### src/rtl/line_xfer_defines.svh
// Sizes are fixed for 32-bit beats and 512-bit lines; depth and counter widths must stay consistent.
`ifndef LINE_XFER_DEFINES_SVH
`define LINE_XFER_DEFINES_SVH

// --------------------
// Bus and line geometry.
// --------------------
`define XFER_WORD_W     32
`define XFER_LINE_W     512
`define XFER_BEATS      16
`define XFER_BEAT_CNT_W 4
`define XFER_ADDR_W     32

// --------------------
// On-chip memory.
// --------------------
`define XFER_MEM_WORDS  256
`define XFER_MEM_IDX_W  8

// Completed line counter in STATUS[31:16].
`define XFER_LCNT_W     16

`endif

### src/rtl/line_xfer_pkg.sv
// Shared types only; widths come from the defines header, and state names carry a block prefix.
`include "line_xfer_defines.svh"

package line_xfer_pkg;

    // --------------------
    // Vector types.
    // --------------------
    typedef logic [`XFER_WORD_W-1:0]     word_t;
    typedef logic [`XFER_LINE_W-1:0]     line_t;
    typedef logic [`XFER_ADDR_W-1:0]     addr_t;
    typedef logic [`XFER_BEAT_CNT_W-1:0] beat_idx_t;

    // Request from the bus master to the word memory.
    typedef struct packed {
        addr_t addr;
        word_t wdata;
        logic  we;
        logic  req;
    } mem_req_t;

    // Registered memory response with access status.
    typedef struct packed {
        word_t rdata;
        logic  access_ok;
        logic  rd_ok;
        logic  wr_ok;
    } mem_rsp_t;

    // --------------------
    // State machines.
    // --------------------
    typedef enum logic [1:0] {SER_IDLE, SER_BEAT, SER_WAIT, SER_FINISH} ser_state_e;

    typedef enum logic [1:0] {BUS_IDLE, BUS_REQ, BUS_RSP} bus_state_e;

endpackage

### src/rtl/lite_bus_master.sv
// Single outstanding beat; the memory must answer exactly one cycle after the request strobe.
`timescale 1ns/1ps

module lite_bus_master (
    input  logic                    clk,
    input  logic                    i_rst_n,
    input  logic                    i_beat_start,
    input  line_xfer_pkg::addr_t    i_beat_addr,
    input  line_xfer_pkg::word_t    i_beat_wdata,
    input  logic                    i_beat_we,
    input  line_xfer_pkg::mem_rsp_t i_mem_rsp,
    output line_xfer_pkg::mem_req_t o_mem_req,
    output logic                    o_beat_done,
    output line_xfer_pkg::word_t    o_beat_rdata,
    output logic                    o_beat_fault
);

    line_xfer_pkg::bus_state_e state_q;
    line_xfer_pkg::addr_t      addr_q;
    line_xfer_pkg::word_t      wdata_q;
    logic                      we_q;
    logic                      rsp_bad;

    // --------------------
    // Beat FSM.
    // --------------------
    always_ff @(posedge clk) begin
        if (!i_rst_n) begin
            state_q <= line_xfer_pkg::BUS_IDLE;
        end else begin
            case (state_q)
                line_xfer_pkg::BUS_IDLE: begin
                    if (i_beat_start) begin
                        state_q <= line_xfer_pkg::BUS_REQ;
                    end
                end
                line_xfer_pkg::BUS_REQ: state_q <= line_xfer_pkg::BUS_RSP;
                default: state_q <= line_xfer_pkg::BUS_IDLE;
            endcase
        end
    end

    // Capture the beat when it is handed over.
    always_ff @(posedge clk) begin
        if (state_q == line_xfer_pkg::BUS_IDLE && i_beat_start) begin
            addr_q  <= i_beat_addr;
            wdata_q <= i_beat_wdata;
            we_q    <= i_beat_we;
        end
    end

    // Request is live for the one REQ cycle.
    assign o_mem_req = '{
        addr:  addr_q,
        wdata: wdata_q,
        we:    we_q,
        req:   (state_q == line_xfer_pkg::BUS_REQ)
    };

    // --------------------
    // Response handling.
    // --------------------
    // A beat faults on a bad access or a missing direction ack.
    assign rsp_bad = ~i_mem_rsp.access_ok | (we_q ? ~i_mem_rsp.wr_ok : ~i_mem_rsp.rd_ok);

    assign o_beat_done  = (state_q == line_xfer_pkg::BUS_RSP);
    assign o_beat_rdata = i_mem_rsp.rdata;
    assign o_beat_fault = o_beat_done & rsp_bad;

endmodule

### config.mk
export PLATFORM = sky130hd
export DESIGN_NAME = lite_bus_master
export DESIGN_NICKNAME = d
export VERILOG_FILES = /design/src/rtl/line_xfer_pkg.sv /design/src/rtl/lite_bus_master.sv
export VERILOG_INCLUDE_DIRS = /design/src /design/src/rtl
export SDC_FILE = /design/constraint.sdc
export NUM_CORES = 1
export LEC_CHECK = 0
export BUFFER_PORTS_ARGS = -buffer_cell sky130_fd_sc_hd__buf_2
export CAP_MARGIN = 30
export CORE_MARGIN = 4
export CORE_UTILIZATION = 40
export DETAILED_ROUTE_END_ITERATION = 8
export GPL_TIMING_DRIVEN = 0
export PLACE_DENSITY = 0.84
export SLEW_MARGIN = 40
export SYNTH_ARGS = -nofsm -noshare
export SYNTH_HDL_FRONTEND = slang
export SYNTH_SLANG_ARGS = --single-unit
### constraint.sdc
create_clock -name clk -period 7.3 [get_ports clk]
set_clock_uncertainty 0.2 [all_clocks]
set_input_delay 0.73 -clock clk [delete_from_list [all_inputs] [get_ports clk]]
set_output_delay 0.73 -clock clk [all_outputs]
set_load 0.03 [all_outputs]
==> impl_metrics.ini <==
[outcome]
outcome = complete, no violations

[synth]
yosysSeqAreaShare = 0.8643
syn_nets = 210
yosysWarningCount = 0
synth_area_sq_mm = 0.002305
yosysUniqueCellTypes = 9
synthCells = 107
yosys_register_bits = 67
synth_area_per_cell_sq_um = 21.54

[drt]
drtAntennaViolNets = 0
drt_iter0_drc = 39
wl_met2_microns = 3337
drt_pre_antenna_iters = 4
wl_met1_microns = 1865
vias_per_cell = 4.143
drc = 0
wl_met3_microns = 690
wl_per_cell_microns = 15.99
top_layer = met4
routed_wl_microns = 5934
vias = 1537

[sta]
finalWorstSetupSlack_ns = 4.961
hold_viol_final = 0
hold_ws_ns = 0.3698
slew_viol_final = 0
fmax_mhz = 427.5
tns_ns = 0
grt_setup_unrepaired = no
maxSlewHeadroom = 0.8431
fin_crit_sh = 0.3205
setup_viol = 0
fin_crit_ns = 2.339
worst_pin_slew_ns = 0.2350

[place]
gp_congestion = 0.7634
place_ws_ns = 4.960
io_buffer_count = 170
dp_hpwl_microns = 4998

[clock_tree]
h-tree-depth = 3
numCtsBuffers = 9
tritoncts = yes
postCtsSetupBuffers = 0
postCtsHoldBufs = 0
clkLatencyLatePin_ns = 0.33
path_clk_slew_ns = 0.07
cts_sinks = 67
clockBufferDepth = 2
cts-root-buf = clkbuf_8
cts_resized = 0

[finish]
num-fill-cells = 434
drive_gt1_frac = 0.7559
nets = 397
antennaDiodeCount = 0
area_growth_pct = 52.17
layout_commonest_cell = buf_2
multi_input_area_sq_um = 71.32
layout_common_cells = 170 x buf_2, 65 x edfxtp_1, 38 x buf_4, 9 x clkbuf_8, 3 x clkinv_2
seqCellArea_sq_mm = 0.001992

[critical_path]
end_kind = output pin
arrival_ns = 1.41
crit_required_ns = 6.37
reg2regPathDepth = 3
reg2reg_slack_ns = 5.68
critPathMaxFanout = 1
path_class = input pin to output pin
critPathLaunchType = input pin

[global_routing]
overflow = 0
grt_max_degree = 15
first_global_vias = 1624
grt_pass1_wl_microns = 8714
track_usage = 0.1671
antenna_found_initial = 0

[floorplan]
rows = 27
ios = 203
die_h_microns = 83.91
start_util = 0.4160
dieArea_sq_mm = 0.007040
core_sq_mm = 0.005540
die_w_microns = 83.91

[min_path]
hold_depth = 1
hold_class = input pin to flop

[pwr]
p_int_uw = 689.9
switching_power_uw = 230.7
sw_frac_of_total = 0.2506
ir_drop_v = 0.0001759
leakage_uw = 0.001641
p_per_area_mw_per_mm2 = 262.5
seq_power_share = 0.497
p_comb_frac = 0.161
power.share.clock = 0.343

[run]
cap_violations = 0
-- state kept, by name, indices dropped and copies added (netlist names) --
register and count:
state_q 2, addr_q 32, wdata_q 32, we_q 1
-- logic make-up (layout without fill, tap and decap cells) --
group	after synthesis	in the layout	synth area share
compound gates	1	1	0.004886
buf+inv	33	225	0.1075
flops	67	67	0.8643
simple gates	5	5	0.01683
mux	1	1	0.006513
-- synthesized netlist by cell type --
| library cell | instances | share of area |
|---|---|---|
| dfxtp_1 | 2 | 0.017 |
| nor3b_2 | 1 | 0.0054 |
| and2_1 | 2 | 0.0054 |
| buf_4 | 33 | 0.11 |
| and2b_1 | 1 | 0.0033 |
| mux2_4 | 1 | 0.0065 |
| nor2b_1 | 1 | 0.0027 |
| a21boi_2 | 1 | 0.0049 |
| edfxtp_1 | 65 | 0.85 |
-- per-layer routing --
| metal | global-route usage | vias to the layer above |
|---|---|---|
| met2 | 0.3066 | 108 |
| li1 | - | 734 |
| met3 | 0.08687 | 4 |
| met4 | 0.05263 | 0 |
| met5 | 0 | - |
| met1 | 0.1599 | 691 |
-- final timing paths --
| path | from | end |
|---|---|---|
| worst max-delay path | i_mem_rsp[1] | o_beat_fault |
| worst min-delay path | i_beat_addr[6] | addr_q[6] |
| worst max register to register | state_q[1] | wdata_q[18] |
| worst min register to register | state_q[0] | addr_q[23] |
-- area by class of cell --
type,count,share of cell area
well taps,72,0.02569
multi-input cells,7,0.02034
repair buffers,176,0.2565
clock buffers,9,0.03532
flip-flops and latches,67,0.5680
clock inverters,7,0.02355
plain buffers,33,0.07064
-- per-stage QoR --
stage               instance area, sq um  std cells  power, uW    util
finish                              3507        371      920.6  0.6330
global route                        3507        371      958.6  0.6330
CTS                                 3507        371      930.9  0.6330
detailed placement                  3301        355      615.5  0.5958
global placement                    3246        349      609.2  0.5858
floorplan                           2305        107      560.0       -
-- power groups by stage --
| stage | Sequential [uW] | Combinational [uW] | Clock [uW] |
|---|---|---|---|
| 4_1_cts | 458 | 150 | 323 |
| 3_5_place_dp | 466 | 150 | 0 |
| 6_report | 457 | 148 | 315 |
| 2_1_floorplan | 514 | 45.6 | 0 |
| 5_1_grt | 459 | 156 | 343 |
| 3_3_place_gp | 467 | 142 | 0 |
-- critical path, cell delays in order --
cell and delay [ns]:
buf_2 0.09, mux2_4 0.26, a21boi_2 0.12, buf_2 0.20
Power figures use the tool's default switching activity.
