### config.mk
export PLATFORM = sky130hd
export DESIGN_NAME = line_serializer
export DESIGN_NICKNAME = d
export VERILOG_FILES = /design/src/rtl/line_xfer_pkg.sv /design/src/rtl/line_serializer.sv
export VERILOG_INCLUDE_DIRS = /design/src /design/src/rtl
export SDC_FILE = /design/constraint.sdc
export NUM_CORES = 1
export LEC_CHECK = 0
export BUFFER_PORTS_ARGS = -buffer_cell sky130_fd_sc_hd__buf_4
export CAP_MARGIN = 5
export CORE_AREA = 2 2 460 462
export DETAILED_ROUTE_END_ITERATION = 16
export DIE_AREA = 0 0 462 464
export PLACE_DENSITY = 0.32
export SKIP_LAST_GASP = 1
export SYNTH_ARGS = -nofsm -noshare
export SYNTH_HDL_FRONTEND = slang
export SYNTH_SLANG_ARGS = --single-unit
### constraint.sdc
create_clock -name clk -period 10.5 [get_ports clk]
set_clock_uncertainty 0.1 [all_clocks]
set_input_delay 2.625 -clock clk [delete_from_list [all_inputs] [get_ports clk]]
set_output_delay 2.625 -clock clk [all_outputs]
set_load 0.03 [all_outputs]
### src/rtl/line_xfer_defines.svh
// Sizes are fixed for 32-bit beats and 512-bit lines; depth and counter widths must stay consistent.
`ifndef LINE_XFER_DEFINES_SVH
`define LINE_XFER_DEFINES_SVH

// --------------------
// Bus and line geometry.
// --------------------
`define XFER_WORD_W     32
`define XFER_LINE_W     512
`define XFER_BEATS      16
`define XFER_BEAT_CNT_W 4
`define XFER_ADDR_W     32

// --------------------
// On-chip memory.
// --------------------
`define XFER_MEM_WORDS  256
`define XFER_MEM_IDX_W  8

// Completed line counter in STATUS[31:16].
`define XFER_LCNT_W     16

`endif

### src/rtl/line_xfer_pkg.sv
// Shared types only; widths come from the defines header, and state names carry a block prefix.
`include "line_xfer_defines.svh"

package line_xfer_pkg;

    // --------------------
    // Vector types.
    // --------------------
    typedef logic [`XFER_WORD_W-1:0]     word_t;
    typedef logic [`XFER_LINE_W-1:0]     line_t;
    typedef logic [`XFER_ADDR_W-1:0]     addr_t;
    typedef logic [`XFER_BEAT_CNT_W-1:0] beat_idx_t;

    // Request from the bus master to the word memory.
    typedef struct packed {
        addr_t addr;
        word_t wdata;
        logic  we;
        logic  req;
    } mem_req_t;

    // Registered memory response with access status.
    typedef struct packed {
        word_t rdata;
        logic  access_ok;
        logic  rd_ok;
        logic  wr_ok;
    } mem_rsp_t;

    // --------------------
    // State machines.
    // --------------------
    typedef enum logic [1:0] {SER_IDLE, SER_BEAT, SER_WAIT, SER_FINISH} ser_state_e;

    typedef enum logic [1:0] {BUS_IDLE, BUS_REQ, BUS_RSP} bus_state_e;

endpackage

### src/rtl/line_serializer.sv
// One line in flight; starts while busy are dropped, write wins over read, BASE latched at start.
`timescale 1ns/1ps
`include "line_xfer_defines.svh"

module line_serializer (
    input  logic                 clk,
    input  logic                 i_rst_n,
    input  logic                 i_start_read,
    input  logic                 i_start_write,
    input  line_xfer_pkg::addr_t i_line_addr,
    input  line_xfer_pkg::line_t i_line_wdata,
    input  line_xfer_pkg::addr_t i_base,
    input  logic                 i_beat_done,
    input  line_xfer_pkg::word_t i_beat_rdata,
    input  logic                 i_beat_fault,
    output logic                 o_beat_start,
    output line_xfer_pkg::addr_t o_beat_addr,
    output line_xfer_pkg::word_t o_beat_wdata,
    output logic                 o_beat_we,
    output line_xfer_pkg::line_t o_line_rdata,
    output logic                 o_done,
    output logic                 o_fault,
    output logic                 o_rd_fault,
    output logic                 o_wr_fault,
    output logic                 o_busy
);

    line_xfer_pkg::ser_state_e state_q;
    line_xfer_pkg::beat_idx_t  beat_q;
    logic                      we_q;
    logic                      fault_q;
    line_xfer_pkg::line_t      line_q;
    line_xfer_pkg::addr_t      line_base_q;
    logic                      accept;

    assign accept = (state_q == line_xfer_pkg::SER_IDLE) && (i_start_read || i_start_write);

    // --------------------
    // Beat sequencing.
    // --------------------
    always_ff @(posedge clk) begin
        if (!i_rst_n) begin
            state_q <= line_xfer_pkg::SER_IDLE;
            beat_q  <= '0;
            we_q    <= 1'b0;
            fault_q <= 1'b0;
        end else begin
            case (state_q)
                line_xfer_pkg::SER_IDLE: begin
                    if (accept) begin
                        state_q <= line_xfer_pkg::SER_BEAT;
                        beat_q  <= '0;
                        we_q    <= i_start_write;
                        fault_q <= 1'b0;
                    end
                end
                line_xfer_pkg::SER_BEAT: state_q <= line_xfer_pkg::SER_WAIT;
                line_xfer_pkg::SER_WAIT: begin
                    if (i_beat_done) begin
                        fault_q <= fault_q | i_beat_fault;
                        if (beat_q == line_xfer_pkg::beat_idx_t'(`XFER_BEATS - 1)) begin
                            state_q <= line_xfer_pkg::SER_FINISH;
                        end else begin
                            beat_q  <= beat_q + 1'b1;
                            state_q <= line_xfer_pkg::SER_BEAT;
                        end
                    end
                end
                default: state_q <= line_xfer_pkg::SER_IDLE;
            endcase
        end
    end

    // Line data and address base; read words land in their beat slot.
    always_ff @(posedge clk) begin
        if (accept) begin
            line_q      <= i_line_wdata;
            line_base_q <= i_base + (i_line_addr << `XFER_BEAT_CNT_W);
        end else if (state_q == line_xfer_pkg::SER_WAIT && i_beat_done && !we_q) begin
            line_q[beat_q*`XFER_WORD_W +: `XFER_WORD_W] <= i_beat_rdata;
        end
    end

    // --------------------
    // Outputs.
    // --------------------
    assign o_beat_start = (state_q == line_xfer_pkg::SER_BEAT);
    assign o_beat_addr  = line_base_q + line_xfer_pkg::addr_t'(beat_q);
    assign o_beat_wdata = line_q[beat_q*`XFER_WORD_W +: `XFER_WORD_W];
    assign o_beat_we    = we_q;
    assign o_line_rdata = line_q;

    assign o_done     = (state_q == line_xfer_pkg::SER_FINISH);
    assign o_fault    = o_done & fault_q;
    assign o_rd_fault = o_fault & ~we_q;
    assign o_wr_fault = o_fault & we_q;
    assign o_busy     = (state_q != line_xfer_pkg::SER_IDLE);

endmodule

==> flow_summary.ini, run 1 <==
[outcome]
status = completed

[global_route]
grt_max_degree = 149
grt-ovfl-total = 0
grt_pass1_wl_mm = 283
track_usage_pct = 20.3
antenna_found_initial = 50
grt_pass1_vias = 25500

[cts]
cts_tree = built
cts_max_level = 3
cts_hold_buf = 0
root_buffer = clkbuf_16
cts_setup_buffers = 0
cts_resized = 0
clkSinkCount = 552
cts-buffers-inserted = 81
clkTransAtPathRegs_ns = 0.06
cts_buffer_depth = 3
insertion_delay_ns = 0.70

[floorplanning]
core_area_um2 = 209000
initial_core_util_pct = 13.6
dieArea_um2 = 214000
dieWidth_um = 462
row_count = 168
io_pins = 1197
die_h_um = 464

[synth]
syn-cell-area_um2 = 28300
ys.flop_type = edfxtp_1
synth_edf_count = 544
yosys_warnings = 0
synth.distinct_cells = 55
yosysSeqAreaShare_pct = 58.2
avgSynthCellArea_um2 = 14.7
syn_nets = 2574
synthCells = 1922
yosys.area.top_type = edfxtp_1
yosys_register_bits = 552
async_flop_share_pct = 0
synth_top_area_share_pct = 57.6
synthTopCellsByArea = edfxtp_1, a22o_1, mux4_2

[sta]
setup-tns-final_ns = 0
period_share_pct = 69.2
hold_viol = 0
clock.fmax_mhz = 138
slew-limit-headroom_pct = 30.1
slew_violations = 0
setup_viol = 0
post-route-min-period_ns = 7.26
worst_pin_slew_ns = 1.05
rsz0062_at_grt = false

[setup_path]
crit_slowest_cell = dfxtp_4
r2r_start = beat_q[3]
critical-path-max-stage-delay_ns = 0.78
cp_common_cell = buf_4
critical_path_class = flip-flop to primary output
r2r_setup_slack_ns = 6.29
r2r.worst_path.cells = 8
setup.worst_path.end_class = primary output
crit_family = buffers and inverters
arrival_ns = 4.54
crit_fanout = 32
start_kind = flip-flop
crit_required_ns = 7.78
r2r-end = o_line_rdata[141]
worstPathCellList = buf_4, buf_4, mux4_2, mux4_2, buf_4
worst-path-buf-inv = 3

[detailed_routing]
drc = 0
drt_iter0_markers = 1893
drt_pass1_iterations = 5
vias_per_cell = 4.18
wire_per_inst_um = 38.2
postRouteAntennaNets = 0
drt-total-wl_mm = 226
vias = 24700

[cells_and_area]
finalNetCount = 3676
multi_input_area_um2 = 11100
drive_above_1_share_pct = 50.3
area_delta_synth_final_pct = 52.4
ff_latch_area_um2 = 16500
layout_commonest_cell = buf_4
nFillCells = 22700
final_cell_mix = buf_4, edfxtp_1, a22o_1
final_core_util_pct = 20.6

[worst_hold_path]
min_path_cells = 2
min_from = fault_q
hold_end = fault_q
hp-class = flip-flop to flip-flop

[place]
gp_congestion = 0.802
io_buffers = 1192
dpl.hpwl_mm = 176

[power_and_ir_drop]
cellPowerDensity_nw_per_um2 = 199
p_leak_nw = 16.4
ir_drop_mv = 0.118

[job]
max_cap_viol_count = 0
[registers in the layout (all words and copies together), names as in the netlist]
signal,flops
o_line_rdata,512
o_beat_we,1
beat_q,4
fault_q,1
line_base_q,32
state_q,2
[where the power goes]
group | leakage, nW | switching (mW) | total (mW) | internal, mW
combinational | 9.86 | 1.82 | 2.77 | 0.952
sequential | 5.32 | 0.236 | 3.07 | 2.84
clock | 1.24 | 1.20 | 2.77 | 1.56
total | 16.4 | 3.26 | 8.61 | 5.35
[tightest hold or removal path, stage by stage (launching register included)]
cell and delay, ns:
dfxtp_1 0.37, a21oi_1 0.05, nor2_1 0.07
[through the flow]
step	std cells	instance area, µm²	setup slack, ns	hold WS [ns]	power [mW]
6_report	5915	43200	3.24	0.430	8.61
5_1_grt	5905	43200	3.03	0.453	8.92
4_1_cts	5890	43100	3.05	0.413	8.80
3_5_place_dp	5746	40600	3.87	0.397	5.97
3_3_place_gp	5746	40600	3.87	0.396	5.98
2_1_floorplan	1922	28300	3.79	0.329	4.40
[Yosys cell counts, types with 6 or more instances]
library cell and number:
o21ai_0 45, ha_1 36, nor3_1 6, xor2_1 16
nand4_1 6, nand2b_1 7, a21oi_1 45, inv_1 17
buf_2 42, buf_1 42, and3_1 15, and4_1 6
edfxtp_1 544, dfxtp_1 8, nor2b_1 8, nand3_1 24
a22o_1 480, and2_1 12, nand2_1 102, nor2_1 44
a21o_1 15, a211oi_1 6, mux4_2 160, xnor2_1 39
clkbuf_1 137
[kinds of logic (layout without fill, tap and decap cells)]
kind of cell    count (synthesis)  after routing  synth area share, %
fa+ha+maj                      38             38                 1.73
compound gates                630            630                 18.1
xor+xnor                       55             55                 1.70
other cells                     0             25                    0
buf+inv                       240           1403                 3.36
mux                           160            160                 12.7
flops                         552            552                 58.2
simple gates                  247            247                 4.16
[worst max path at each step]
stage | end | slack [ns] | start | cells after the start
floorplan | o_line_rdata[384] | 3.79 | i_beat_done | 2
global placement | o_beat_wdata[13] | 3.87 | beat_q[0] | 5
detailed placement | o_beat_wdata[19] | 3.87 | beat_q[0] | 5
CTS | o_beat_wdata[19] | 3.05 | beat_q[0] | 5
global route | o_beat_wdata[19] | 3.03 | beat_q[0] | 5
finish | o_beat_wdata[19] | 3.24 | beat_q[0] | 5
[per-layer routing]
layer | global-route usage (%) | vias up | share of wire (%)
li1 | - | 10200 | -
met1 | 21.5 | 13100 | 36
met2 | 37.7 | 1176 | 53
met3 | 6.65 | 220 | 8.2
met4 | 5.86 | 24 | 2.7
met5 | 0 | - | 0.074
[area by class of cell]
type                       instances  area share [%]
sequential                       552            38.2
multi-input combinational       1130            25.8
timing repair buffer            1240            21.6
tap                             2805            8.13
clock buffer                     100            4.91
clock inverter                    44            1.00
inverter                          19           0.183
antenna                           25           0.145
Note: power is estimated with default switching activity, not from simulation.
==> inputs of run 2 (changes only) <==
--- a/config.mk
+++ b/config.mk
@@ -6,12 +6,13 @@
 export SDC_FILE = /design/constraint.sdc
 export NUM_CORES = 1
 export LEC_CHECK = 0
+export ABC_AREA = 1
 export BUFFER_PORTS_ARGS = -buffer_cell sky130_fd_sc_hd__buf_4
 export CAP_MARGIN = 5
-export CORE_AREA = 2 2 460 462
+export CORE_AREA = 2 2 467 469
 export DETAILED_ROUTE_END_ITERATION = 16
-export DIE_AREA = 0 0 462 464
-export PLACE_DENSITY = 0.32
+export DIE_AREA = 0 0 469 471
+export PLACE_DENSITY = 0.34
 export SKIP_LAST_GASP = 1
 export SYNTH_ARGS = -nofsm -noshare
 export SYNTH_HDL_FRONTEND = slang
==> constraint.sdc (replaced) <==
create_clock -name clk -period 5.9 [get_ports clk]
set_clock_uncertainty 0.1 [all_clocks]
set_input_delay 1.475 -clock clk [delete_from_list [all_inputs] [get_ports clk]]
set_output_delay 1.475 -clock clk [all_outputs]
set_load 0.03 [all_outputs]
==> flow_summary.ini, run 2 <==
[cts]
cts_max_level = 3
cts_buffer_depth = 3
cts_resized = 0
cts_tree = built
root_buffer = clkbuf_16
cts-buffers-inserted = 80
clkSinkCount = 552
cts_setup_buffers = 0
insertion_delay_ns = 0.73
clkTransAtPathRegs_ns = 0.06
cts_hold_buf = 0

[synth]
syn-cell-area_um2 = 31400
yosys_register_bits = 552
synth_top_area_share_pct = 52.0
synth_edf_count = 544
ys.flop_type = edfxtp_1
synth.most_common_cell = nand2_1
yosys_warnings = 0
yosys-top-cells-count = nand2_1, o21ai_0, edfxtp_1
syn_nets = 4467
avgSynthCellArea_um2 = 8.24
synth.distinct_cells = 40
yosysSeqAreaShare_pct = 52.5
synthCells = 3815
async_flop_share_pct = 0
synthTopCellsByArea = edfxtp_1, nand2_1, o21ai_0
yosys.area.top_type = edfxtp_1

[setup_path]
critical_path_class = flip-flop to primary output
setup.worst_path.end_class = primary output
arrival_ns = 4.14
startpoint = beat_q[0]
worstPathCellList = clkinv_8, o21ai_0, o211ai_1, nand3_1, nand2_1, buf_4
critical-path-max-stage-delay_ns = 1.10
crit_required_ns = 4.32
start_kind = flip-flop
crit_family = compound AO/OA/AOI/OAI gates
crit_slowest_cell = o21ai_0
crit_fanout = 86
worst-path-buf-inv = 2
r2r_start = beat_q[1]

[cells_and_area]
area_delta_synth_final_pct = 48.4
nFillCells = 24500
final_core_util_pct = 21.6
final_cell_mix = buf_4, nand2_1, o21ai_0
largest_reg_flops = 512
drive_above_1_share_pct = 29.2
finalNetCount = 5590
layout_commonest_cell = buf_4

[floorplanning]
row_count = 171
die_h_um = 471
dieArea_um2 = 221000
initial_core_util_pct = 14.5
dieWidth_um = 469
io_pins = 1197
core_area_um2 = 216000

[power_and_ir_drop]
p_total_mw = 16.5
ir_drop_mv = 0.215
p_leak_nw = 18.5
cellPowerDensity_nw_per_um2 = 353

[sta]
worst_pin_slew_ns = 1.25
setup_viol = 0
clock.fmax_mhz = 175
slew-limit-headroom_pct = 16.0
hold_viol = 0
slew_violations = 0
holdWs_ns = 0.370
setup_ws_ns = 0.183
setup-tns-final_ns = 0
post-route-min-period_ns = 5.72
period_share_pct = 96.9

[detailed_routing]
drt-total-wl_mm = 322
drc = 0
vias = 35700
wire_per_inst_um = 40.8
drt_iter0_markers = 3854
vias_per_cell = 4.52
wl_met2_mm = 151
top_layer = met5
met3WireLength_mm = 23.0
wl_met1_mm = 131
drt_pass1_iterations = 5
postRouteAntennaNets = 0

[job]
max_cap_viol_count = 0

[place]
io_buffers = 1192
dp_slack_ns = 1.03
gp_congestion = 0.956
dpl.hpwl_mm = 266

[worst_hold_path]
min_from = fault_q
hp-class = flip-flop to flip-flop

[global_route]
antenna_found_initial = 93
grt_pass1_vias = 34800
grt-ovfl-total = 0
track_usage_pct = 28.0
grt_max_degree = 105
grt_pass1_wl_mm = 394

[outcome]
status = completed
[run 2: cell count changes in the layout (fill, tap and decap cells not counted), moves of 90 or more]
cell      previous run  this run
nand2_1            102      1079
o21ai_1              1        91
nor3_1               6       146
o21ai_0             45       648
inv_1               17       153
o211ai_1             4       128
a22o_1             480         0
mux4_2             160         0
nor2_1              21       460
[run 2: logic make-up (layout without fill, tap and decap cells)]
family | Yosys count | in the layout | synth area share [%]
simple gates | 1838 | 1838 | 23.3
compound gates | 915 | 915 | 15.7
flops | 552 | 552 | 52.5
buf+inv | 429 | 1617 | 5.73
xor+xnor | 43 | 43 | 1.26
fa+ha+maj | 38 | 38 | 1.56
other cells | 0 | 43 | 0
[run 2: worst paths after layout]
kind	endpoint	slack, ns	cells after the start
worst max-delay path	o_beat_wdata[6]	0.18	6
worst min-delay path	fault_q	0.37	2
worst max register to register	o_line_rdata[500]	1.47	9
worst min register to register	fault_q	0.37	2
[run 2: power breakdown]
| group | total, mW | leakage (nW) | switching, mW | internal (mW) |
|---|---|---|---|---|
| sequential | 5.63 | 5.28 | 0.603 | 5.03 |
| combinational | 5.83 | 12.0 | 4.30 | 1.52 |
| clock | 5.01 | 1.23 | 2.27 | 2.75 |
| total | 16.5 | 18.5 | 7.17 | 9.30 |
[run 2: cell type report]
class | instances | area [µm²] | share of cell area (%)
sequential | 552 | 16500 | 35.4
clock inverter | 49 | 503 | 1.08
inverter | 161 | 634 | 1.36
timing repair buffer | 1309 | 9880 | 21.2
multi-input combinational | 2834 | 13400 | 28.7
clock buffer | 98 | 2070 | 4.44
tap | 2854 | 3570 | 7.66
antenna | 43 | 108 | 0.231
[run 2: worst min-delay path, cell delays in order (launching register included)]
cell and delay (ns):
dfxtp_1 0.30, inv_1 0.06, a21oi_1 0.06
[run 2: metrics by stage]
stage               instance area [µm²]  cells
finish                            46600   7900
global placement                  44000   7710
detailed placement                44000   7710
global route                      46600   7878
CTS                               46500   7857
floorplan                         31400   3815
[run 2: routing by layer]
layer	global-route usage [%]	up-vias
li1	-	15400
met1	34.3	18100
met2	46.1	1810
met3	6.55	390
met4	12.6	34
met5	0	-
==> inputs of run 3 (changes only) <==
--- a/config.mk
+++ b/config.mk
@@ -12,7 +12,7 @@
 export CORE_AREA = 2 2 467 469
 export DETAILED_ROUTE_END_ITERATION = 16
 export DIE_AREA = 0 0 469 471
-export PLACE_DENSITY = 0.34
+export PLACE_DENSITY = 0.36
 export SKIP_LAST_GASP = 1
 export SYNTH_ARGS = -nofsm -noshare
 export SYNTH_HDL_FRONTEND = slang
==> constraint.sdc (replaced) <==
create_clock -name clk -period 5.9 [get_ports clk]
set_clock_uncertainty 0.1 [all_clocks]
set_input_delay 1.475 -clock clk [delete_from_list [all_inputs] [get_ports clk]]
set_output_delay 1.475 -clock clk [all_outputs]
set_load 0.05 [all_outputs]
==> flow_summary.ini, run 3 (synthesis results as in run 2) <==
[outcome]
status = completed

[place]
io_buffers = 1192
gp_congestion = 0.970
dpl.cell_count = 7731
dp_slack_ns = 1.10
place_area_um2 = 44200
dpl.hpwl_mm = 264

[setup_path]
arrival_ns = 4.10
r2r.worst_path.cells = 8
critical-path-max-stage-delay_ns = 0.96
critical_path_class = flip-flop to primary output
start_kind = flip-flop
cp_common_cell = buf_4
crit_family = buffers and inverters
worstPathCellList = clkinv_8, buf_4, o21ai_0, o211ai_1, nand3_1, nand2_1, buf_4
path_depth = 7
setup.worst_path.end_class = primary output
worst-path-buf-inv = 3
crit_required_ns = 4.32
crit_slowest_cell = o21ai_0
crit_fanout = 102

[global_route]
track_usage_pct = 27.8
grt_pass1_wl_mm = 393
grt_pass1_vias = 35000
antenna_found_initial = 69
grt-ovfl-total = 0
grt_max_degree = 148

[cts]
cts_resized = 0
clkSinkCount = 552
cts_buffer_depth = 3
cts_tree = built
root_buffer = clkbuf_16
cts_setup_buffers = 0
cts_max_level = 3
cts_hold_buf = 0
clkTransAtPathRegs_ns = 0.05
cts-buffers-inserted = 81
insertion_delay_ns = 0.72

[worst_hold_path]
hp-class = flip-flop to flip-flop
min_path_cells = 2

[detailed_routing]
vias_per_cell = 4.51
drc = 0
wire_per_inst_um = 40.5
drt_pass1_iterations = 5
drt-total-wl_mm = 320
postRouteAntennaNets = 0
drt_iter0_markers = 3568
vias = 35700

[floorplanning]
initial_core_util_pct = 14.5
dieArea_um2 = 221000
die_h_um = 471
row_count = 171
io_pins = 1197
dieWidth_um = 469
core_area_um2 = 216000

[power_and_ir_drop]
p_total_mw = 17.5
ir_drop_mv = 0.217
cellPowerDensity_nw_per_um2 = 373
p_leak_nw = 18.7

[cells_and_area]
largest_reg_flops = 512
final_cell_count_no_fill = 7916
layout_commonest_cell = buf_4
nFillCells = 24500
final_cell_mix = buf_4, nand2_1, o21ai_0
multi_input_area_um2 = 13400
area_delta_synth_final_pct = 49.4
finalNetCount = 5612
fin_area_um2 = 46900
drive_above_1_share_pct = 29.9
ff_latch_area_um2 = 16500

[sta]
hold_viol = 0
slew-limit-headroom_pct = 11.6
period_share_pct = 96.1
slew_violations = 0
clock.fmax_mhz = 176
post-route-min-period_ns = 5.67
setup_viol = 0
setup-tns-final_ns = 0
worst_pin_slew_ns = 1.31
setup_ws_ns = 0.230
rsz0062_at_grt = false

[job]
max_cap_viol_count = 0
==> run 3: changes by cell type in the layout (fill, tap and decap cells not counted), moves of 4 or more <==
cell	delta
clkinv_2	+9
diode_2	-6
clkinv_1	-9
buf_4	+17
buf_12	+4
clkbuf_1	-6
==> run 3: layout make-up <==
type                            count  area share, %
Antenna cell                       37          0.197
Clock buffer                       95           4.50
Clock inverter                     53           1.23
Inverter                          161           1.35
Multi-Input combinational cell   2834           28.5
Sequential cell                   552           35.2
Tap cell                         2854           7.61
Timing Repair Buffer             1330           21.5
==> run 3: report_power, final <==
| group | switching (mW) | total (mW) | leakage (nW) | internal [mW] |
|---|---|---|---|---|
| Sequential | 0.610 | 5.64 | 5.28 | 5.03 |
| Combinational | 5.14 | 6.69 | 12.1 | 1.54 |
| Clock | 2.27 | 5.16 | 1.30 | 2.89 |
==> run 3: metal layers <==
| metal | up-vias | track usage [%] | routed length (µm) | share of wire (%) |
|---|---|---|---|---|
| met5 | - | 0 | 167 | 0.052 |
| met3 | 347 | 5.86 | 21400 | 6.7 |
| li1 | 15500 | - | - | - |
| met1 | 18000 | 34.7 | 132000 | 41 |
| met4 | 26 | 12.4 | 16400 | 5.1 |
| met2 | 1860 | 45.9 | 150000 | 47 |
==> run 3: path summary, 6_finish.rpt <==
kind | from | slack [ns] | end
setup / recovery | beat_q[0] | 0.23 | o_beat_wdata[20]
hold / removal | fault_q | 0.37 | fault_q
setup reg to reg | beat_q[2] | 1.62 | o_line_rdata[116]
hold reg to reg | fault_q | 0.37 | fault_q
==> run 3: tightest hold or removal path, delay by kind of cell, from the launching register on <==
| kind | cells | cell delay (ns) |
|---|---|---|
| AO/OA/AOI/OAI | 1 | 0.06 |
| buffers and inverters | 1 | 0.07 |
| flip-flops | 1 | 0.29 |
==> run 3: metrics by stage <==
stage               util (%)  hold WS, ns
floorplan                  -        0.336
global placement        20.4        0.359
detailed placement      20.4        0.355
CTS                     21.7        0.364
global route            21.7        0.408
finish                  21.7        0.367
