--- config.mk ---
export PLATFORM = sky130hd
export DESIGN_NAME = xfer_cfg_regs
export DESIGN_NICKNAME = d
export VERILOG_FILES = /design/src/rtl/line_xfer_pkg.sv /design/src/rtl/xfer_cfg_regs.sv
export VERILOG_INCLUDE_DIRS = /design/src /design/src/rtl
export SDC_FILE = /design/constraint.sdc
export NUM_CORES = 1
export LEC_CHECK = 0
export CAP_MARGIN = 20
export CORE_MARGIN = 2
export CORE_UTILIZATION = 65
export CTS_CLUSTER_SIZE = 10
export DETAILED_ROUTE_END_ITERATION = 10
export DONT_BUFFER_PORTS = 1
export GPL_TIMING_DRIVEN = 0
export HOLD_SLACK_MARGIN = 0.02
export MAX_ROUTING_LAYER = met4
export PLACE_DENSITY = 0.85
export RECOVER_POWER = 25
export SYNTH_ARGS = -nofsm -noshare
export SYNTH_HDL_FRONTEND = slang
export SYNTH_SLANG_ARGS = --single-unit
--- constraint.sdc ---
create_clock -name clk -period 2.8 [get_ports clk]
set_input_delay 0.14 -clock clk [delete_from_list [all_inputs] [get_ports clk]]
set_output_delay 0.14 -clock clk [all_outputs]
set_load 0.05 [all_outputs]
--- src/rtl/line_xfer_defines.svh ---
// Sizes are fixed for 32-bit beats and 512-bit lines; depth and counter widths must stay consistent.
`ifndef LINE_XFER_DEFINES_SVH
`define LINE_XFER_DEFINES_SVH

// --------------------
// Bus and line geometry.
// --------------------
`define XFER_WORD_W     32
`define XFER_LINE_W     512
`define XFER_BEATS      16
`define XFER_BEAT_CNT_W 4
`define XFER_ADDR_W     32

// --------------------
// On-chip memory.
// --------------------
`define XFER_MEM_WORDS  256
`define XFER_MEM_IDX_W  8

// Completed line counter in STATUS[31:16].
`define XFER_LCNT_W     16

`endif

--- src/rtl/line_xfer_pkg.sv ---
// Shared types only; widths come from the defines header, and state names carry a block prefix.
`include "line_xfer_defines.svh"

package line_xfer_pkg;

    // --------------------
    // Vector types.
    // --------------------
    typedef logic [`XFER_WORD_W-1:0]     word_t;
    typedef logic [`XFER_LINE_W-1:0]     line_t;
    typedef logic [`XFER_ADDR_W-1:0]     addr_t;
    typedef logic [`XFER_BEAT_CNT_W-1:0] beat_idx_t;

    // Request from the bus master to the word memory.
    typedef struct packed {
        addr_t addr;
        word_t wdata;
        logic  we;
        logic  req;
    } mem_req_t;

    // Registered memory response with access status.
    typedef struct packed {
        word_t rdata;
        logic  access_ok;
        logic  rd_ok;
        logic  wr_ok;
    } mem_rsp_t;

    // --------------------
    // State machines.
    // --------------------
    typedef enum logic [1:0] {SER_IDLE, SER_BEAT, SER_WAIT, SER_FINISH} ser_state_e;

    typedef enum logic [1:0] {BUS_IDLE, BUS_REQ, BUS_RSP} bus_state_e;

endpackage

--- src/rtl/xfer_cfg_regs.sv ---
// One-bit select only (0 BASE, 1 STATUS); a STATUS write clears faults and count, beating done.
`timescale 1ns/1ps
`include "line_xfer_defines.svh"

module xfer_cfg_regs (
    input  logic                 clk,
    input  logic                 i_rst_n,
    input  logic                 i_cfg_we,
    input  logic                 i_cfg_sel,
    input  line_xfer_pkg::word_t i_cfg_wdata,
    input  logic                 i_line_done,
    input  logic                 i_rd_fault,
    input  logic                 i_wr_fault,
    output line_xfer_pkg::word_t o_cfg_rdata,
    output line_xfer_pkg::addr_t o_base
);

    localparam int PAD_W = `XFER_WORD_W - `XFER_LCNT_W - 2;

    line_xfer_pkg::addr_t     base_q;
    logic                     rd_fault_q;
    logic                     wr_fault_q;
    logic [`XFER_LCNT_W-1:0]  lcnt_q;

    // --------------------
    // Register updates.
    // --------------------
    always_ff @(posedge clk) begin
        if (!i_rst_n) begin
            base_q     <= '0;
            rd_fault_q <= 1'b0;
            wr_fault_q <= 1'b0;
            lcnt_q     <= '0;
        end else begin
            if (i_cfg_we && !i_cfg_sel) begin
                base_q <= line_xfer_pkg::addr_t'(i_cfg_wdata);
            end

            // Clear wins over a done pulse in the same cycle.
            if (i_cfg_we && i_cfg_sel) begin
                rd_fault_q <= 1'b0;
                wr_fault_q <= 1'b0;
                lcnt_q     <= '0;
            end else if (i_line_done) begin
                rd_fault_q <= rd_fault_q | i_rd_fault;
                wr_fault_q <= wr_fault_q | i_wr_fault;
                lcnt_q     <= lcnt_q + 1'b1;
            end
        end
    end

    // Combinational readback.
    assign o_cfg_rdata = i_cfg_sel ? {lcnt_q, {PAD_W{1'b0}}, wr_fault_q, rd_fault_q}
                                   : line_xfer_pkg::word_t'(base_q);

    assign o_base = base_q;

endmodule

==> results_dict.tcl, run 1 <==
set metrics [dict create \
    crit_chain "nor2b_1" \
    ir_worst_vdd_uv 388.5 \
    pwr_density_cell_mw_per_mm2 493.9 \
    vias 2180 \
    fin_nets 353 \
    grt_pass1_vias 2160 \
    status "finished clean" \
    clk_path_buf_depth 2 \
    grt_max_degree 15 \
    critPathTopFamily "simple AND/OR/NAND/NOR gates" \
    syn2layout_area_growth_pct 20.43 \
    synth_edf_count 0 \
    slew_viol_final 0 \
    die_y_um 64.00 \
    cts-htree-levels 2 \
    start_util_pct 69.03 \
    coreArea_mm2 0.003390 \
    clock_sinks 50 \
    synth_top_area_share_pct 42.78 \
    synth_top_area_cell "dfxtp_1" \
    grt_antenna_before_repair 0 \
    regArea_mm2 0.001001 \
    tightest_slew_ns 1.020 \
    grt_usage_pct 35.93 \
    slew_headroom_pct 31.88 \
    hp-class "in2reg" \
    maxCapViolations 0 \
    fmaxAchievable_ghz 0.4764 \
    yosysSeqAreaShare_pct 42.78 \
    synth.area.top_cells "dfxtp_1 43%, nand2_1 11%, a21boi_1 10%, mux2_2 8.7%, nor2b_1 4.0%" \
    p_leak_nw 1.054 \
    die_x_um 64.00 \
    critPathMaxFanout 3 \
    cts_buffers 5 \
    worstPathArrival_ns 1.96 \
    synth_most_common_cell "nand2_1" \
    grt_pass1_wl_mm 10.99 \
    synthArstFlopShare_pct 0 \
    post_drt_wl_per_cell_um 19.20 \
    fin_setup_tns_ns 0 \
    period_share_pct 74.97 \
    min_period_ns 2.099 \
    clock_skew_ns 0.004632 \
    drt-initial-drc-count 147 \
    rsz0062_at_grt "false" \
    ant_nets 0 \
    ys_types 29 \
    hold_viol_final 0 \
    synth_ff_type "dfxtp_1" \
    critical_path_class "reg2out" \
    drive_above_1_share_pct 13.69 \
    clkLatencyLatePin_ns 0.37 \
    setup_viol 0 \
    ys.warnings.count 0 \
    cp-start-kind "register" \
    dp.final_hpwl_mm 3.702 \
    avgSynthCellArea_um2 8.666 \
    synth_nets 310 \
    synth_seq_cells 50 \
    ys_top_cells_by_count "70 x nand2_1, 50 x dfxtp_1, 32 x a21boi_1" \
    critPathMaxStageDelay_ns 0.88 \
    postCtsSetupRepairBufs 0 \
    via_per_inst 6.056 \
    power.total_mw 1.392 \
    rows 21 \
    slowest_stage "nor2b_1" \
    diodes 0 \
    clk_pin_slew_ns 0.14 \
    cts.root.buffer_cell "clkbuf_4" \
    design.die.area_mm2 0.004095 \
    route.detailed.drc 0 \
    critical_path_buf_inv_count 0 \
    grt_overflow 0 \
    ios 103 \
    required_ns 2.66 \
    wl_mm 6.913 \
    fill_cells 171 \
    cts_tree "yes" \
    place.gp.congestion 0.7993 \
    dr.pass1.iters 7 \
    synth_cells 270 \
    crit_path_end_kind "primary output" \
    syn-cell-area_mm2 0.002340 \
    io_buffers 0 \
    multi_input_area_mm2 0.001244 \
]
-- routing by layer --
layer | vias to the layer above | GRT usage, % | routed length [um]
li1 | 977 | - | -
met1 | 1028 | 41.49 | 2593
met2 | 141 | 56.77 | 3336
met3 | 34 | 11.97 | 686
met4 | 0 | 16.03 | 297
met5 | - | - | 0
-- power by group --
part           switching, mW  internal (mW)
registers             0.0983          0.736
clock network          0.227          0.122
logic                  0.130         0.0779
-- layout make-up --
cell class / count / area share [%]
clock inverter: 1 / 0.1776
multi-input combinational: 198 / 44.14
sequential: 50 / 35.52
buffer: 17 / 2.709
clock buffer: 7 / 1.954
tap: 46 / 2.043
inverter: 5 / 0.6661
timing repair buffer: 36 / 12.79
-- layout by cell type, fill, tap and decap left out, types with 2 or more instances in the layout --
master,count
xor2_1,6
buf_2,10
a31o_1,3
clkbuf_4,5
nor2b_1,15
a21oi_1,4
mux2_2,18
nand2_1,70
dlygate4sd3_1,36
clkbuf_1,8
inv_1,5
nor3_1,2
nand4_1,6
nor2_1,18
dfxtp_1,50
nor2_2,2
and3_1,2
xnor2_1,5
a21boi_0,24
a21boi_1,8
nand3_1,4
-- path summary, 6_finish.rpt --
check	endpoint	slack [ns]	from	cells after the start
worst min-delay path	lcnt_q[8]$_SDFFE_PP0P_	0.06	i_line_done	4
worst max-delay path	o_cfg_rdata[13]	0.70	o_base[13]$_SDFFE_PN0P_	1
worst max register to register	o_base[17]$_SDFFE_PN0P_	1.15	o_base[17]$_SDFFE_PN0P_	3
worst min register to register	rd_fault_q$_SDFFE_PP0P_	0.50	rd_fault_q$_SDFFE_PP0P_	2
-- cells by family (layout without fill, tap and decap cells) --
family	Yosys count	in the layout	share of synthesized area [%]
fa+ha+maj	1	1	0.5347
compound gates	40	40	12.57
xor+xnor	11	11	4.118
mux	20	20	9.572
simple gates	126	126	26.36
flops	50	50	42.78
buf+inv	22	66	4.065
-- metrics by stage --
stage | hold slack, ns | setup WS (ns) | area [um2] | util [%] | cells
final | 0.05760 | 0.7008 | 2818 | 83.13 | 360
after global routing | 0.06634 | 0.6819 | 2818 | 83.13 | 360
after detailed placement | 0.2815 | 1.208 | 2397 | 70.73 | 316
after floorplan | 0.2749 | 1.250 | 2340 | - | 270
after CTS | 0.04932 | 0.7873 | 2818 | 83.13 | 360
after global placement | 0.2767 | 1.199 | 2397 | 70.73 | 316
-- timing repair --
item	CTS	global route
hold buffers	36	0
resized for setup	0	0
endpoints found under the hold margin	34	0
-- sequential cells by signal, summed over array words and instances, names as in the netlist --
| signal | count |
|---|---|
| lcnt_q | 16 |
| wr_fault_q | 1 |
| o_base | 32 |
| rd_fault_q | 1 |
Note: power is estimated with default switching activity, not from simulation.
==> run 2, diff against run 1 <==
--- a/config.mk
+++ b/config.mk
@@ -6,16 +6,17 @@
 export SDC_FILE = /design/constraint.sdc
 export NUM_CORES = 1
 export LEC_CHECK = 0
+export ABC_AREA = 1
 export CAP_MARGIN = 20
 export CORE_MARGIN = 2
-export CORE_UTILIZATION = 65
+export CORE_UTILIZATION = 56
 export CTS_CLUSTER_SIZE = 10
 export DETAILED_ROUTE_END_ITERATION = 10
 export DONT_BUFFER_PORTS = 1
 export GPL_TIMING_DRIVEN = 0
 export HOLD_SLACK_MARGIN = 0.02
 export MAX_ROUTING_LAYER = met4
-export PLACE_DENSITY = 0.85
+export PLACE_DENSITY = 0.78
 export RECOVER_POWER = 25
 export SYNTH_ARGS = -nofsm -noshare
 export SYNTH_HDL_FRONTEND = slang
==> constraint.sdc (replaced) <==
create_clock -name clk -period 1.69 [get_ports clk]
set_input_delay 0.0845 -clock clk [delete_from_list [all_inputs] [get_ports clk]]
set_output_delay 0.0845 -clock clk [all_outputs]
set_load 0.05 [all_outputs]
==> results_dict.tcl, run 2 <==
set metrics [dict create \
    status "finished clean" \
    whs_ns 0.03319 \
    synth_top_area_share_pct 44.47 \
    grt_antenna_before_repair 0 \
    hp-class "in2reg" \
    clock_sinks 50 \
    fin_nets 417 \
    synth_top_area_cell "dfxtp_1" \
    synthArstFlopShare_pct 0 \
    dp.final_hpwl_mm 4.281 \
    slowest_stage "dfxtp_1" \
    post_drt_wl_per_cell_um 17.17 \
    syn-cell-area_mm2 0.002251 \
    grt_max_degree 17 \
    clkLatencyLatePin_ns 0.31 \
    critPathMaxStageDelay_ns 0.66 \
    ff2ff_setup_slack_ns 0.19 \
    slew_headroom_pct 51.57 \
    layout_common_cells "54 x nand2_1, 52 x nor2_1, 48 x dfxtp_1, 39 x dlygate4sd3_1, 36 x inv_1" \
    grt_usage_pct 31.39 \
    diodes 0 \
    slew_viol_final 0 \
    whs_endpoint "o_base[19]$_SDFFE_PN0P_" \
    syn2layout_area_growth_pct 30.96 \
    design.die.area_mm2 0.004543 \
    drive_above_1_share_pct 14.29 \
    vias 2495 \
    crit_path_end_kind "primary output" \
    synth_nets 370 \
    multi_input_area_mm2 0.001167 \
    holdPathStages 3 \
    hp-start "i_cfg_sel" \
    critical_path_buf_inv_count 1 \
    cts.root.buffer_cell "clkbuf_8" \
    min_period_ns 1.654 \
    clock_skew_ns 0.006429 \
    worstPathArrival_ns 1.57 \
    critical_path_class "reg2out" \
    coreArea_mm2 0.003943 \
    drt-initial-drc-count 251 \
    cts-htree-levels 2 \
    ys.warnings.count 0 \
    ys_top_cells_by_count "66 x nor2_1, 54 x nand2_1, 50 x dfxtp_1" \
    r2r_cells 6 \
    synth_cells 330 \
    ys_types 21 \
    cts_buffers 5 \
    grt_overflow 0 \
    critPathMaxFanout 2 \
    required_ns 1.61 \
    pwr_density_cell_mw_per_mm2 905.3 \
    maxCapViolations 0 \
    clk_path_buf_depth 2 \
    die_y_um 67.40 \
    grt_pass1_wl_mm 10.22 \
    avgSynthCellArea_um2 6.821 \
    p_leak_nw 1.147 \
    via_per_inst 5.829 \
    largest_reg_flops 32 \
    route.detailed.drc 0 \
    crit_chain "inv_1 > nor2_2" \
    cp-start-kind "register" \
    dr.pass1.iters 5 \
    wl_mm 7.349 \
    die_x_um 67.40 \
    fmaxAchievable_ghz 0.6044 \
    rsz0062_at_grt "false" \
    synth.area.top_cells "dfxtp_1 44%, nor2_1 11%, o21ai_0 10%, nand2_1 9.0%, a21oi_1 6.4%" \
    place.gp.congestion 0.8449 \
    io_buffers 0 \
    yosysSeqAreaShare_pct 44.47 \
    final_common_cell "nand2_1" \
    fill_cells 288 \
    clk_pin_slew_ns 0.10 \
    hold_viol_final 0 \
    synth_most_common_cell "nor2_1" \
    ir_worst_vdd_uv 688.8 \
    rows 23 \
    setup_viol 0 \
    grt_pass1_vias 2208 \
    synth_ff_type "dfxtp_1" \
    ant_nets 0 \
    period_share_pct 97.90 \
    synth_edf_count 0 \
    postCtsSetupRepairBufs 0 \
    synth_seq_cells 50 \
    dp.cells 381 \
    r2r_end "lcnt_q[11]$_SDFFE_PP0P_" \
    regArea_mm2 0.001003 \
    critPathTopFamily "flip-flops" \
    tightest_slew_ns 0.7264 \
    r2r_start "lcnt_q[2]$_SDFFE_PP0P_" \
    ios 103 \
    cts_tree "yes" \
    start_util_pct 57.09 \
    instances_no_fill 428 \
]
run 2: cell types whose count changed after synthesis, sizes merged, moves of 6 or more:
cell / change
a21boi: -32
a21oi: +26
inv: +34
mux2: -19
nand2: -14
nand3: +7
nor2: +48
nor2b: -15
o21ai: +47
xor2: -6
run 2: metrics by stage:
step / area [um2] / TNS [ns] / utilization, % / worst slack [ns] / power (mW)
after detailed placement: 2321 / 0 / 58.87 / 0.1580 / 1.796
after floorplan: 2251 / 0 / - / 0.08583 / 1.735
final: 2948 / 0 / 74.77 / 0.03553 / 2.669
after global placement: 2313 / -0.09011 / 58.68 / -0.05725 / 1.784
after CTS: 2890 / 0 / 73.31 / 0.01395 / 2.626
after global routing: 2948 / 0 / 74.77 / 0.003801 / 2.748
run 2: cells by family after synthesis:
kind of cell    Yosys count  share of synthesized area [%]
simple gates            147                          27.63
buf+inv                  54                          9.728
fa+ha+maj                 1                         0.5558
flops                    50                          44.47
compound gates           78                          17.62
run 2: cell type report:
type / count / share of cell area (%)
inverter: 39 / 4.966
sequential: 50 / 34.04
buffer: 15 / 2.419
timing repair buffer: 40 / 13.50
multi-input combinational: 226 / 39.60
clock inverter: 2 / 0.5518
clock buffer: 6 / 2.801
tap: 50 / 2.122
run 2: worst max-delay path by stage:
| stage | from | to | slack [ns] | cells past startpoint |
|---|---|---|---|---|
| 2_1_floorplan | lcnt_q[10]$_SDFFE_PP0P_ | o_cfg_rdata[26] | 0.09 | 2 |
| 3_3_place_gp | lcnt_q[6]$_SDFFE_PP0P_ | o_cfg_rdata[22] | -0.06 | 2 |
| 3_5_place_dp | o_base[4]$_SDFFE_PN0P_ | o_cfg_rdata[4] | 0.16 | 2 |
| 4_1_cts | o_base[1]$_SDFFE_PN0P_ | o_cfg_rdata[1] | 0.01 | 2 |
| 5_1_grt | o_base[9]$_SDFFE_PN0P_ | o_cfg_rdata[9] | 0.004 | 2 |
| 6_report | o_base[7]$_SDFFE_PN0P_ | o_cfg_rdata[7] | 0.04 | 2 |
run 2: what timing repair did:
item / CTS / global route
pin swaps: 0 / 0
hold endpoints to repair: 38 / 0
hold buffers: 39 / 0
setup endpoints to repair: 26 / 14
resized for setup: 26 / 14
run 2: tightest hold or removal path: stages:
cell and delay, ns:
nor2_4 0.04, o21ai_0 0.14, nor2_1 0.04
run 2: power by group:
| part | leakage, nW | internal [mW] | switching [mW] | total, mW |
|---|---|---|---|---|
| clock | 0.0478 | 0.338 | 0.429 | 0.767 |
| combinational | 0.689 | 0.131 | 0.312 | 0.444 |
| sequential | 0.410 | 1.23 | 0.224 | 1.46 |
| total | 1.15 | 1.70 | 0.966 | 2.67 |
run 2: routing by layer:
| metal | share of wire (%) | wire (um) | global-route usage, % | vias to the layer above |
|---|---|---|---|---|
| met2 | 49 | 3610 | 53.09 | 164 |
| met5 | 0 | 0 | - | - |
| met3 | 9.6 | 703 | 10.17 | 34 |
| li1 | - | - | - | 1144 |
| met4 | 4.4 | 323 | 14.03 | 0 |
| met1 | 37 | 2711 | 33.47 | 1153 |
==> run 3, diff against run 2 <==
--- a/config.mk
+++ b/config.mk
@@ -16,7 +16,7 @@
 export GPL_TIMING_DRIVEN = 0
 export HOLD_SLACK_MARGIN = 0.02
 export MAX_ROUTING_LAYER = met4
-export PLACE_DENSITY = 0.78
+export PLACE_DENSITY = 0.81
 export RECOVER_POWER = 25
 export SYNTH_ARGS = -nofsm -noshare
 export SYNTH_HDL_FRONTEND = slang
==> results_dict.tcl, run 3 (synthesis results as in run 2) <==
set metrics [dict create \
    clk_pin_slew_ns 0.09 \
    cp-start-kind "register" \
    instances_no_fill 426 \
    tightest_slew_ns 0.6637 \
    status "finished clean" \
    worst_slack_ns 0.04915 \
    crit_path_end_kind "primary output" \
    clock_sinks 50 \
    clkLatencyLatePin_ns 0.30 \
    pwr-share-clk_pct 30.8 \
    place.gp.congestion 0.9367 \
    critical_path_buf_inv_count 0 \
    ir_worst_vdd_uv 622.6 \
    vias 2424 \
    power.total_mw 2.735 \
    maxCapViolations 0 \
    start_util_pct 57.09 \
    die_y_um 67.40 \
    period_share_pct 97.09 \
    critPathMaxFanout 3 \
    largest_reg_flops 32 \
    io_buffers 0 \
    p_sw_mw 0.9315 \
    internal-power_mw 1.803 \
    ios 103 \
    grt_usage_pct 31.87 \
    hp-class "in2reg" \
    slew_viol_final 0 \
    r2r_start "lcnt_q[1]$_SDFFE_PP0P_" \
    coreArea_mm2 0.003943 \
    diodes 0 \
    grt_overflow 0 \
    post_drt_wl_per_cell_um 16.41 \
    worst-path-stages 2 \
    cp-startpoint "o_base[1]$_SDFFE_PN0P_" \
    design.die.area_mm2 0.004543 \
    critPathTopFamily "flip-flops" \
    via_per_inst 5.690 \
    pwr-share-comb_pct 15.9 \
    grt_pass1_vias 2287 \
    cts_tree "yes" \
    cp-endpoint "o_cfg_rdata[1]" \
    regArea_mm2 0.001001 \
    grt_antenna_before_repair 0 \
    worstPathArrival_ns 1.56 \
    r2r_cells 6 \
    dp.final_hpwl_mm 4.266 \
    cts-htree-levels 2 \
    syn2layout_area_growth_pct 30.68 \
    rows 23 \
    seqPwrFrac_pct 53.3 \
    slowest_stage "dfxtp_1" \
    drt-initial-drc-count 193 \
    ff2ff_setup_slack_ns 0.16 \
    p_leak_nw 1.144 \
    critPathMaxStageDelay_ns 0.70 \
    hp-start "i_cfg_sel" \
    cts_buffers 5 \
    path_common_cell "nand2_1" \
    layout_common_cells "54 x nand2_1, 52 x nor2_1, 50 x dfxtp_1, 37 x dlygate4sd3_1, 36 x inv_1" \
    ant_nets 0 \
    pre_cts_ws_ns 0.1287 \
    critical_path_class "reg2out" \
    setup_viol 0 \
    grt_pass1_wl_mm 10.53 \
    die_x_um 67.40 \
    fill_cells 279 \
    required_ns 1.61 \
    dp.cells 381 \
    wl_mm 6.990 \
    hold_viol_final 0 \
    pwr_density_cell_mw_per_mm2 929.7 \
    route.detailed.drc 0 \
    min_period_ns 1.641 \
    grt_max_degree 16 \
    fin_nets 415 \
    r2r_end "lcnt_q[12]$_SDFFE_PP0P_" \
    dr.pass1.iters 5 \
    fmaxAchievable_ghz 0.6094 \
    crit_chain "nand2_1 > nand2_1" \
    slew_headroom_pct 55.75 \
    postCtsSetupRepairBufs 0 \
    clk_path_buf_depth 2 \
    cts.root.buffer_cell "clkbuf_8" \
    switching_share_pct 34.06 \
    drive_above_1_share_pct 14.10 \
    rsz0062_at_grt "false" \
    clock_skew_ns 0.004993 \
    multi_input_area_mm2 0.001171 \
    final_common_cell "nand2_1" \
]
[run 3: timing repair]
action,4_1_cts,5_1_grt
endpoints found under the setup margin,25,13
endpoints found under the hold margin,38,1
hold buffers,36,1
gates resized for setup,25,13
[run 3: worst min path at each step]
stage / to / slack, ns / cells after the start
2_1_floorplan: o_base[16]$_SDFFE_PN0P_ / 0.22 / 2
3_3_place_gp: o_base[28]$_SDFFE_PN0P_ / 0.22 / 2
3_5_place_dp: o_base[29]$_SDFFE_PN0P_ / 0.23 / 2
4_1_cts: o_base[12]$_SDFFE_PN0P_ / 0.02 / 2
5_1_grt: o_base[21]$_SDFFE_PN0P_ / 0.05 / 3
6_report: o_base[21]$_SDFFE_PN0P_ / 0.04 / 3
[run 3: per-stage QoR]
step	util [%]	TNS [ns]	hold slack, ns	area (um2)
2_1_floorplan	-	0	0.2194	2251
3_3_place_gp	58.68	-0.08783	0.2212	2313
3_5_place_dp	58.87	0	0.2264	2321
4_1_cts	72.74	0	0.02146	2868
5_1_grt	74.61	0	0.04873	2942
6_report	74.61	0	0.04495	2942
[run 3: layer usage]
| metal | up-vias | track usage (%) | share of wire (%) |
|---|---|---|---|
| met4 | 0 | 11.73 | 2.5 |
| li1 | 1143 | - | - |
| met3 | 21 | 10.50 | 9.3 |
| met2 | 147 | 55.69 | 51 |
| met5 | - | - | 0 |
| met1 | 1113 | 33.40 | 37 |
[run 3: cell type report]
class	count	area share (%)
Multi-Input combinational cell	226	39.81
Sequential cell	50	34.03
Timing Repair Buffer	38	12.85
Inverter	39	4.977
Clock buffer	6	2.467
Buffer	15	2.467
Tap cell	50	2.127
Clock inverter	2	1.276
[run 3: worst register-to-register path, cell delays in order, from the launching register on]
cell and delay (ns):
dfxtp_1 0.41, ha_1 0.23, nand2_2 0.08, nor3_4 0.41, nand3_1 0.14, nand2_1 0.09, a21oi_1 0.05
[run 3: power groups by stage]
stage                     combinational [mW]  sequential, mW  clock [mW]
after floorplan                        0.267            1.47           0
after global routing                   0.463            1.46       0.903
after CTS                              0.399            1.46       0.834
after detailed placement               0.312            1.48           0
final                                  0.434            1.46       0.843
after global placement                 0.303            1.48           0
